<file path="config.mk">
export PLATFORM = sky130hd
export DESIGN_NAME = idu_flat
export DESIGN_NICKNAME = d
export VERILOG_FILES = /design/src/verilog/rv_pkg.sv /design/src/verilog/exu_ctrl_if.sv /design/src/verilog/idu.sv /design/src/flat_wrapper.sv
export VERILOG_INCLUDE_DIRS = /design/src /design/src/verilog
export SDC_FILE = /design/constraint.sdc
export NUM_CORES = 1
export LEC_CHECK = 0
export BUFFER_PORTS_ARGS = -buffer_cell sky130_fd_sc_hd__buf_2
export CAP_MARGIN = 10
export CORE_MARGIN = 2
export CORE_UTILIZATION = 28
export DETAILED_ROUTE_END_ITERATION = 8
export MAX_ROUTING_LAYER = met4
export PLACE_DENSITY = 0.87
export SYNTH_ARGS = -nofsm -noshare
export SYNTH_HDL_FRONTEND = slang
export SYNTH_SLANG_ARGS = --single-unit
</file>
<file path="constraint.sdc">
create_clock -name vclk -period 1.2
set_input_delay 0.24 -clock vclk [all_inputs]
set_output_delay 0.24 -clock vclk [all_outputs]
set_load 0.02 [all_outputs]
</file>
<file path="src/verilog/rv_consts.svh">
`ifndef RV_CONSTS_SVH
`define RV_CONSTS_SVH

// datapath and pc width
`define XLEN 64

// architectural integer registers
`define NUM_REGS 32

`define RESET_PC 64'h8000_0000

// rv64i major opcodes
`define OPC_LUI       7'b0110111
`define OPC_AUIPC     7'b0010111
`define OPC_JAL       7'b1101111
`define OPC_JALR      7'b1100111
`define OPC_BRANCH    7'b1100011
`define OPC_OP_IMM    7'b0010011
`define OPC_OP        7'b0110011
`define OPC_OP_IMM_32 7'b0011011
`define OPC_OP_32     7'b0111011

`endif

</file>
<file path="src/verilog/rv_pkg.sv">
package rv_pkg;

    typedef struct packed {
        logic [6:0] funct7;
        logic [4:0] rs2;
        logic [4:0] rs1;
        logic [2:0] funct3;
        logic [4:0] rd;
        logic [6:0] opcode;
    } r_fmt_t;

    typedef struct packed {
        logic [11:0] imm;
        logic [4:0]  rs1;
        logic [2:0]  funct3;
        logic [4:0]  rd;
        logic [6:0]  opcode;
    } i_fmt_t;

    // branch offset bits scattered over the word
    typedef struct packed {
        logic       imm_12;
        logic [5:0] imm_10_5;
        logic [4:0] rs2;
        logic [4:0] rs1;
        logic [2:0] funct3;
        logic [3:0] imm_4_1;
        logic       imm_11;
        logic [6:0] opcode;
    } b_fmt_t;

    typedef struct packed {
        logic [19:0] imm;
        logic [4:0]  rd;
        logic [6:0]  opcode;
    } u_fmt_t;

    typedef struct packed {
        logic       imm_20;
        logic [9:0] imm_10_1;
        logic       imm_11;
        logic [7:0] imm_19_12;
        logic [4:0] rd;
        logic [6:0] opcode;
    } j_fmt_t;

    typedef union packed {
        r_fmt_t r;
        i_fmt_t i;
        b_fmt_t b;
        u_fmt_t u;
        j_fmt_t j;
    } inst_t;

    // one-hot alu operation, bit positions below
    typedef logic [10:0] alu_op_t;

    localparam int unsigned ALU_ADD  = 0;
    localparam int unsigned ALU_SUB  = 1;
    localparam int unsigned ALU_SLL  = 2;
    localparam int unsigned ALU_SLT  = 3;
    localparam int unsigned ALU_SLTU = 4;
    localparam int unsigned ALU_XOR  = 5;
    localparam int unsigned ALU_SRL  = 6;
    localparam int unsigned ALU_SRA  = 7;
    localparam int unsigned ALU_OR   = 8;
    localparam int unsigned ALU_AND  = 9;
    localparam int unsigned ALU_LUI  = 10;

endpackage

</file>
<file path="src/verilog/exu_ctrl_if.sv">
`timescale 1ns/1ps

interface exu_ctrl_if import rv_pkg::*; ();

    alu_op_t     alu_op;
    // reg, pc
    logic [1:0]  sel_alusrc1;
    // reg, imm_i, imm_u
    logic [2:0]  sel_alusrc2;
    // full, word sign-extended
    logic [1:0]  sel_alures;
    // seq, jal, jalr, beq, bne, blt, bge
    logic [6:0]  sel_nextpc;

    logic [11:0] imm_i;
    logic [20:0] imm_j;
    logic [19:0] imm_u;
    logic [12:0] imm_b;

    modport dec (
        output alu_op, sel_alusrc1, sel_alusrc2, sel_alures, sel_nextpc,
        output imm_i, imm_j, imm_u, imm_b
    );

    modport exe (
        input  alu_op, sel_alusrc1, sel_alusrc2, sel_alures, sel_nextpc,
        input  imm_i, imm_j, imm_u, imm_b
    );

endinterface

</file>
<file path="src/verilog/idu.sv">
`timescale 1ns/1ps
`include "rv_consts.svh"

module idu import rv_pkg::*; (
    input  inst_t       inst,
    exu_ctrl_if.dec     ctrl,
    output logic [4:0]  rs1_addr,
    output logic [4:0]  rs2_addr,
    output logic [4:0]  rd_addr,
    output logic        rf_wen,
    output logic        link
);

    logic [6:0] opcode;
    logic [2:0] funct3;
    logic       alt;
    alu_op_t    op;
    logic [1:0] sel_src1;
    logic [2:0] sel_src2;
    logic [1:0] sel_res;
    logic [6:0] sel_npc;
    logic       writes;

    function automatic alu_op_t op_bit(input int unsigned idx);
        op_bit      = '0;
        op_bit[idx] = 1'b1;
    endfunction

    // shared funct3 map for op and op-imm, sub only exists for op
    function automatic alu_op_t op_from_funct3(input logic [2:0] f3, input logic f7_alt,
                                               input logic is_reg);
        case (f3)
            3'b000:  op_from_funct3 = (is_reg && f7_alt) ? op_bit(ALU_SUB) : op_bit(ALU_ADD);
            3'b001:  op_from_funct3 = op_bit(ALU_SLL);
            3'b010:  op_from_funct3 = op_bit(ALU_SLT);
            3'b011:  op_from_funct3 = op_bit(ALU_SLTU);
            3'b100:  op_from_funct3 = op_bit(ALU_XOR);
            3'b101:  op_from_funct3 = f7_alt ? op_bit(ALU_SRA) : op_bit(ALU_SRL);
            3'b110:  op_from_funct3 = op_bit(ALU_OR);
            default: op_from_funct3 = op_bit(ALU_AND);
        endcase
    endfunction

    assign opcode = inst.r.opcode;
    assign funct3 = inst.r.funct3;
    assign alt    = inst.r.funct7[5];

    always_comb begin
        op       = op_bit(ALU_ADD);
        sel_src1 = 2'b01;
        sel_src2 = 3'b001;
        sel_res  = 2'b01;
        sel_npc  = 7'b0000001;
        writes   = 1'b0;
        link     = 1'b0;
        case (opcode)
            `OPC_LUI: begin
                op       = op_bit(ALU_LUI);
                sel_src2 = 3'b100;
                writes   = 1'b1;
            end
            `OPC_AUIPC: begin
                sel_src1 = 2'b10;
                sel_src2 = 3'b100;
                writes   = 1'b1;
            end
            `OPC_JAL: begin
                sel_npc = 7'b0000010;
                writes  = 1'b1;
                link    = 1'b1;
            end
            `OPC_JALR: begin
                sel_npc = 7'b0000100;
                writes  = 1'b1;
                link    = 1'b1;
            end
            `OPC_BRANCH: begin
                case (funct3)
                    3'b000:  sel_npc = 7'b0001000;
                    3'b001:  sel_npc = 7'b0010000;
                    3'b100:  sel_npc = 7'b0100000;
                    3'b101:  sel_npc = 7'b1000000;
                    default: sel_npc = 7'b0000001;
                endcase
            end
            `OPC_OP_IMM: begin
                op       = op_from_funct3(funct3, alt, 1'b0);
                sel_src2 = 3'b010;
                writes   = 1'b1;
            end
            `OPC_OP: begin
                op     = op_from_funct3(funct3, alt, 1'b1);
                writes = 1'b1;
            end
            `OPC_OP_IMM_32: begin
                // addiw only
                sel_src2 = 3'b010;
                sel_res  = 2'b10;
                writes   = (funct3 == 3'b000);
            end
            `OPC_OP_32: begin
                op      = alt ? op_bit(ALU_SUB) : op_bit(ALU_ADD);
                sel_res = 2'b10;
                writes  = (funct3 == 3'b000);
            end
            default: ;
        endcase
    end

    assign ctrl.alu_op      = op;
    assign ctrl.sel_alusrc1 = sel_src1;
    assign ctrl.sel_alusrc2 = sel_src2;
    assign ctrl.sel_alures  = sel_res;
    assign ctrl.sel_nextpc  = sel_npc;

    // raw immediates through the format views
    assign ctrl.imm_i = inst.i.imm;
    assign ctrl.imm_u = inst.u.imm;
    assign ctrl.imm_b = {inst.b.imm_12, inst.b.imm_11, inst.b.imm_10_5, inst.b.imm_4_1, 1'b0};
    assign ctrl.imm_j = {inst.j.imm_20, inst.j.imm_19_12, inst.j.imm_11, inst.j.imm_10_1, 1'b0};

    assign rs1_addr = inst.r.rs1;
    assign rs2_addr = inst.r.rs2;
    assign rd_addr  = inst.r.rd;

    // x0 writes dropped here
    assign rf_wen = writes && (inst.r.rd != 5'd0);

endmodule

</file>
<file path="src/flat_wrapper.sv">
// flat-port wrapper written by rule: the top's interface ports become plain ports
module idu_flat import rv_pkg::*;
  (inst, rs1_addr, rs2_addr, rd_addr, rf_wen, link, ctrl_alu_op, ctrl_sel_alusrc1, ctrl_sel_alusrc2, ctrl_sel_alures, ctrl_sel_nextpc, ctrl_imm_i, ctrl_imm_j, ctrl_imm_u, ctrl_imm_b);
  exu_ctrl_if ctrl_i ();
  input  inst_t inst;
  output logic [4:0] rs1_addr;
  output logic [4:0] rs2_addr;
  output logic [4:0] rd_addr;
  output logic rf_wen;
  output logic link;
  output wire logic [$bits(ctrl_i.alu_op)-1:0] ctrl_alu_op;
  output wire logic [$bits(ctrl_i.sel_alusrc1)-1:0] ctrl_sel_alusrc1;
  output wire logic [$bits(ctrl_i.sel_alusrc2)-1:0] ctrl_sel_alusrc2;
  output wire logic [$bits(ctrl_i.sel_alures)-1:0] ctrl_sel_alures;
  output wire logic [$bits(ctrl_i.sel_nextpc)-1:0] ctrl_sel_nextpc;
  output wire logic [$bits(ctrl_i.imm_i)-1:0] ctrl_imm_i;
  output wire logic [$bits(ctrl_i.imm_j)-1:0] ctrl_imm_j;
  output wire logic [$bits(ctrl_i.imm_u)-1:0] ctrl_imm_u;
  output wire logic [$bits(ctrl_i.imm_b)-1:0] ctrl_imm_b;
  assign ctrl_alu_op = ctrl_i.alu_op;
  assign ctrl_sel_alusrc1 = ctrl_i.sel_alusrc1;
  assign ctrl_sel_alusrc2 = ctrl_i.sel_alusrc2;
  assign ctrl_sel_alures = ctrl_i.sel_alures;
  assign ctrl_sel_nextpc = ctrl_i.sel_nextpc;
  assign ctrl_imm_i = ctrl_i.imm_i;
  assign ctrl_imm_j = ctrl_i.imm_j;
  assign ctrl_imm_u = ctrl_i.imm_u;
  assign ctrl_imm_b = ctrl_i.imm_b;
  idu u_core (.inst(inst), .ctrl(ctrl_i), .rs1_addr(rs1_addr), .rs2_addr(rs2_addr), .rd_addr(rd_addr), .rf_wen(rf_wen), .link(link));
endmodule
</file>
==> reports/metrics.yaml <==
status: "finished with violations"
violations: "setup timing"
worstPathRequired_ns: 0.96
tns_ns: -3.79
slew_violations: 0
period_share: 1.25
syn_avg_cell_area_sq_um: 6.93
post-synth-top-count-cell: "buf_4"
drc_errors: 0
power_uw: 373
synth.top_cells.by_area: "buf_4 (65%), nor2_1 (4.0%), nor3_1 (3.7%), nand4b_4 (2.5%), and4b_1 (2.1%)"
place_area_sq_um: 943
grt_pass1_vias: 694
hold_ws_ns: 0.480
initial_core_util: 0.287
max_freq_ghz: 0.666
synthDistinctLibCells: 25
hold_viol: 0
final_cells: 193
grt_max_degree: 9
slowest_delay_ns: 0.53
finalNetCount: 181
io_pins: 140
clockBufferCount: 0
start_kind: "input pin"
final_area_sq_mm: 0.00143
fp.dieArea_sq_mm: 0.00384
multi_input_area_sq_um: 552
fin_crit_ns: 1.50
dp_hpwl_microns: 1670
row_count: 21
ff_latch_area_sq_um: 0
antenna_left: 0
wl_per_cell_microns: 13.3
fp.dieH_microns: 62.0
viasPerCell: 4.23
dr.pass1.iters: 4
hold_class: "in2out"
vias: 817
fillCellCount: 294
track_usage: 0.110
place_inst: 180
critical_path.cell_chain: "buf_6 > or4_4 > a21oi_2 > o22a_2 > buf_6"
grt_pass1_wl_microns: 3150
wirelength_microns: 2570
cp_max_fo: 2
cp.arrival_ns: 1.26
antenna_found_initial: 0
area_delta_synth_final_pct: 51.8
final_layout_size_suffix_gt1_frac: 0.918
ir_worst_vdd_mv: 0.0575
crit_family: "simple AND/OR/NAND/NOR gates"
cp_common_cell: "buf_6"
synth_top_area_cell: "buf_4"
p_leak_uw: 0.000690
critical_path_class: "in2out"
gp_congestion: 0.659
rsz0062_at_grt: "true"
synthesis.instances: 136
synthTopCellsByCount: "buf_4 (82), nor2_1 (10), nor3_1 (7), nand2_1 (5)"
yosysSeqAreaShare: 0
cp-end-kind: "output port"
fin_ws_ns: -0.302
finalSetupViolCount: 26
p_per_area_mw_per_mm2: 261
synth_area_sq_um: 942
seq_cell_count: 0
drtIter0Drc: 14
core_area_sq_mm: 0.00328
die_x_microns: 62.0
yosysWarnings: 0
drv_cap: 0
portBuffers: 63
worstPathBufferInverterCount: 2
critPathSlowestCell: "or4_4"
grt.overflow.total: 0
synth_top_area_share: 0.653
n_antenna_cell: 0
placed cells by master, fill, tap and decap left out, types with 2 or more instances in the layout:
cell type  instances
and2_4             3
and3_4             3
and4b_2            2
buf_2             29
buf_4             20
buf_6             41
buf_8              2
conb_1             2
nand2_1            2
nand2_2            2
nand2b_4           2
nor2_2             3
nor2_4             6
nor3_4             6
nor4_4             2
or2b_4             2
final timing paths:
check	slack, ns	from	endpoint	depth (start not counted)
worst max-delay path	-0.30	inst[12]	rf_wen	5
worst min-delay path	0.48	inst[23]	ctrl_imm_j[3]	0
where the power goes:
| group | internal [uW] | switching (uW) |
|---|---|---|
| combinational | 177 | 196 |
| clock | 0 | 0 |
| sequential | 0 | 0 |
| total | 177 | 196 |
area by class of cell:
| cell class | instances | area share |
|---|---|---|
| inverter | 3 | 0.00962 |
| multi-input combinational | 51 | 0.386 |
| timing repair buffer | 93 | 0.564 |
| tap | 46 | 0.0402 |
kinds of logic after synthesis:
group	count (synthesis)	synth area share
AOI/OAI and AO/OA	6	0.0452
buffers and inverters	86	0.677
muxes	1	0.0106
other	1	0.00398
and+or+nand+nor	42	0.263
per-stage QoR:
step | util | setup slack [ns]
after global placement | 0.287 | -0.396
after global routing | 0.435 | -0.333
after CTS | 0.403 | -0.300
after detailed placement | 0.287 | -0.393
after floorplan | - | -0.102
final | 0.435 | -0.302
what timing repair did:
action / 4_1_cts / 5_1_grt
setup endpoints to repair: 27 / 27
setup buffers: 11 / 2
pin swaps: 24 / 10
hold buffers: 0 / 0
resized for setup: 82 / 24
gates cloned: 0 / 0
per-layer routing:
layer,routed length [microns],global-route usage
met4,18,0.0182
met1,737,0.102
met2,1590,0.231
met3,218,0.0186
met5,0,-
(Power assumes the default switching activity.)
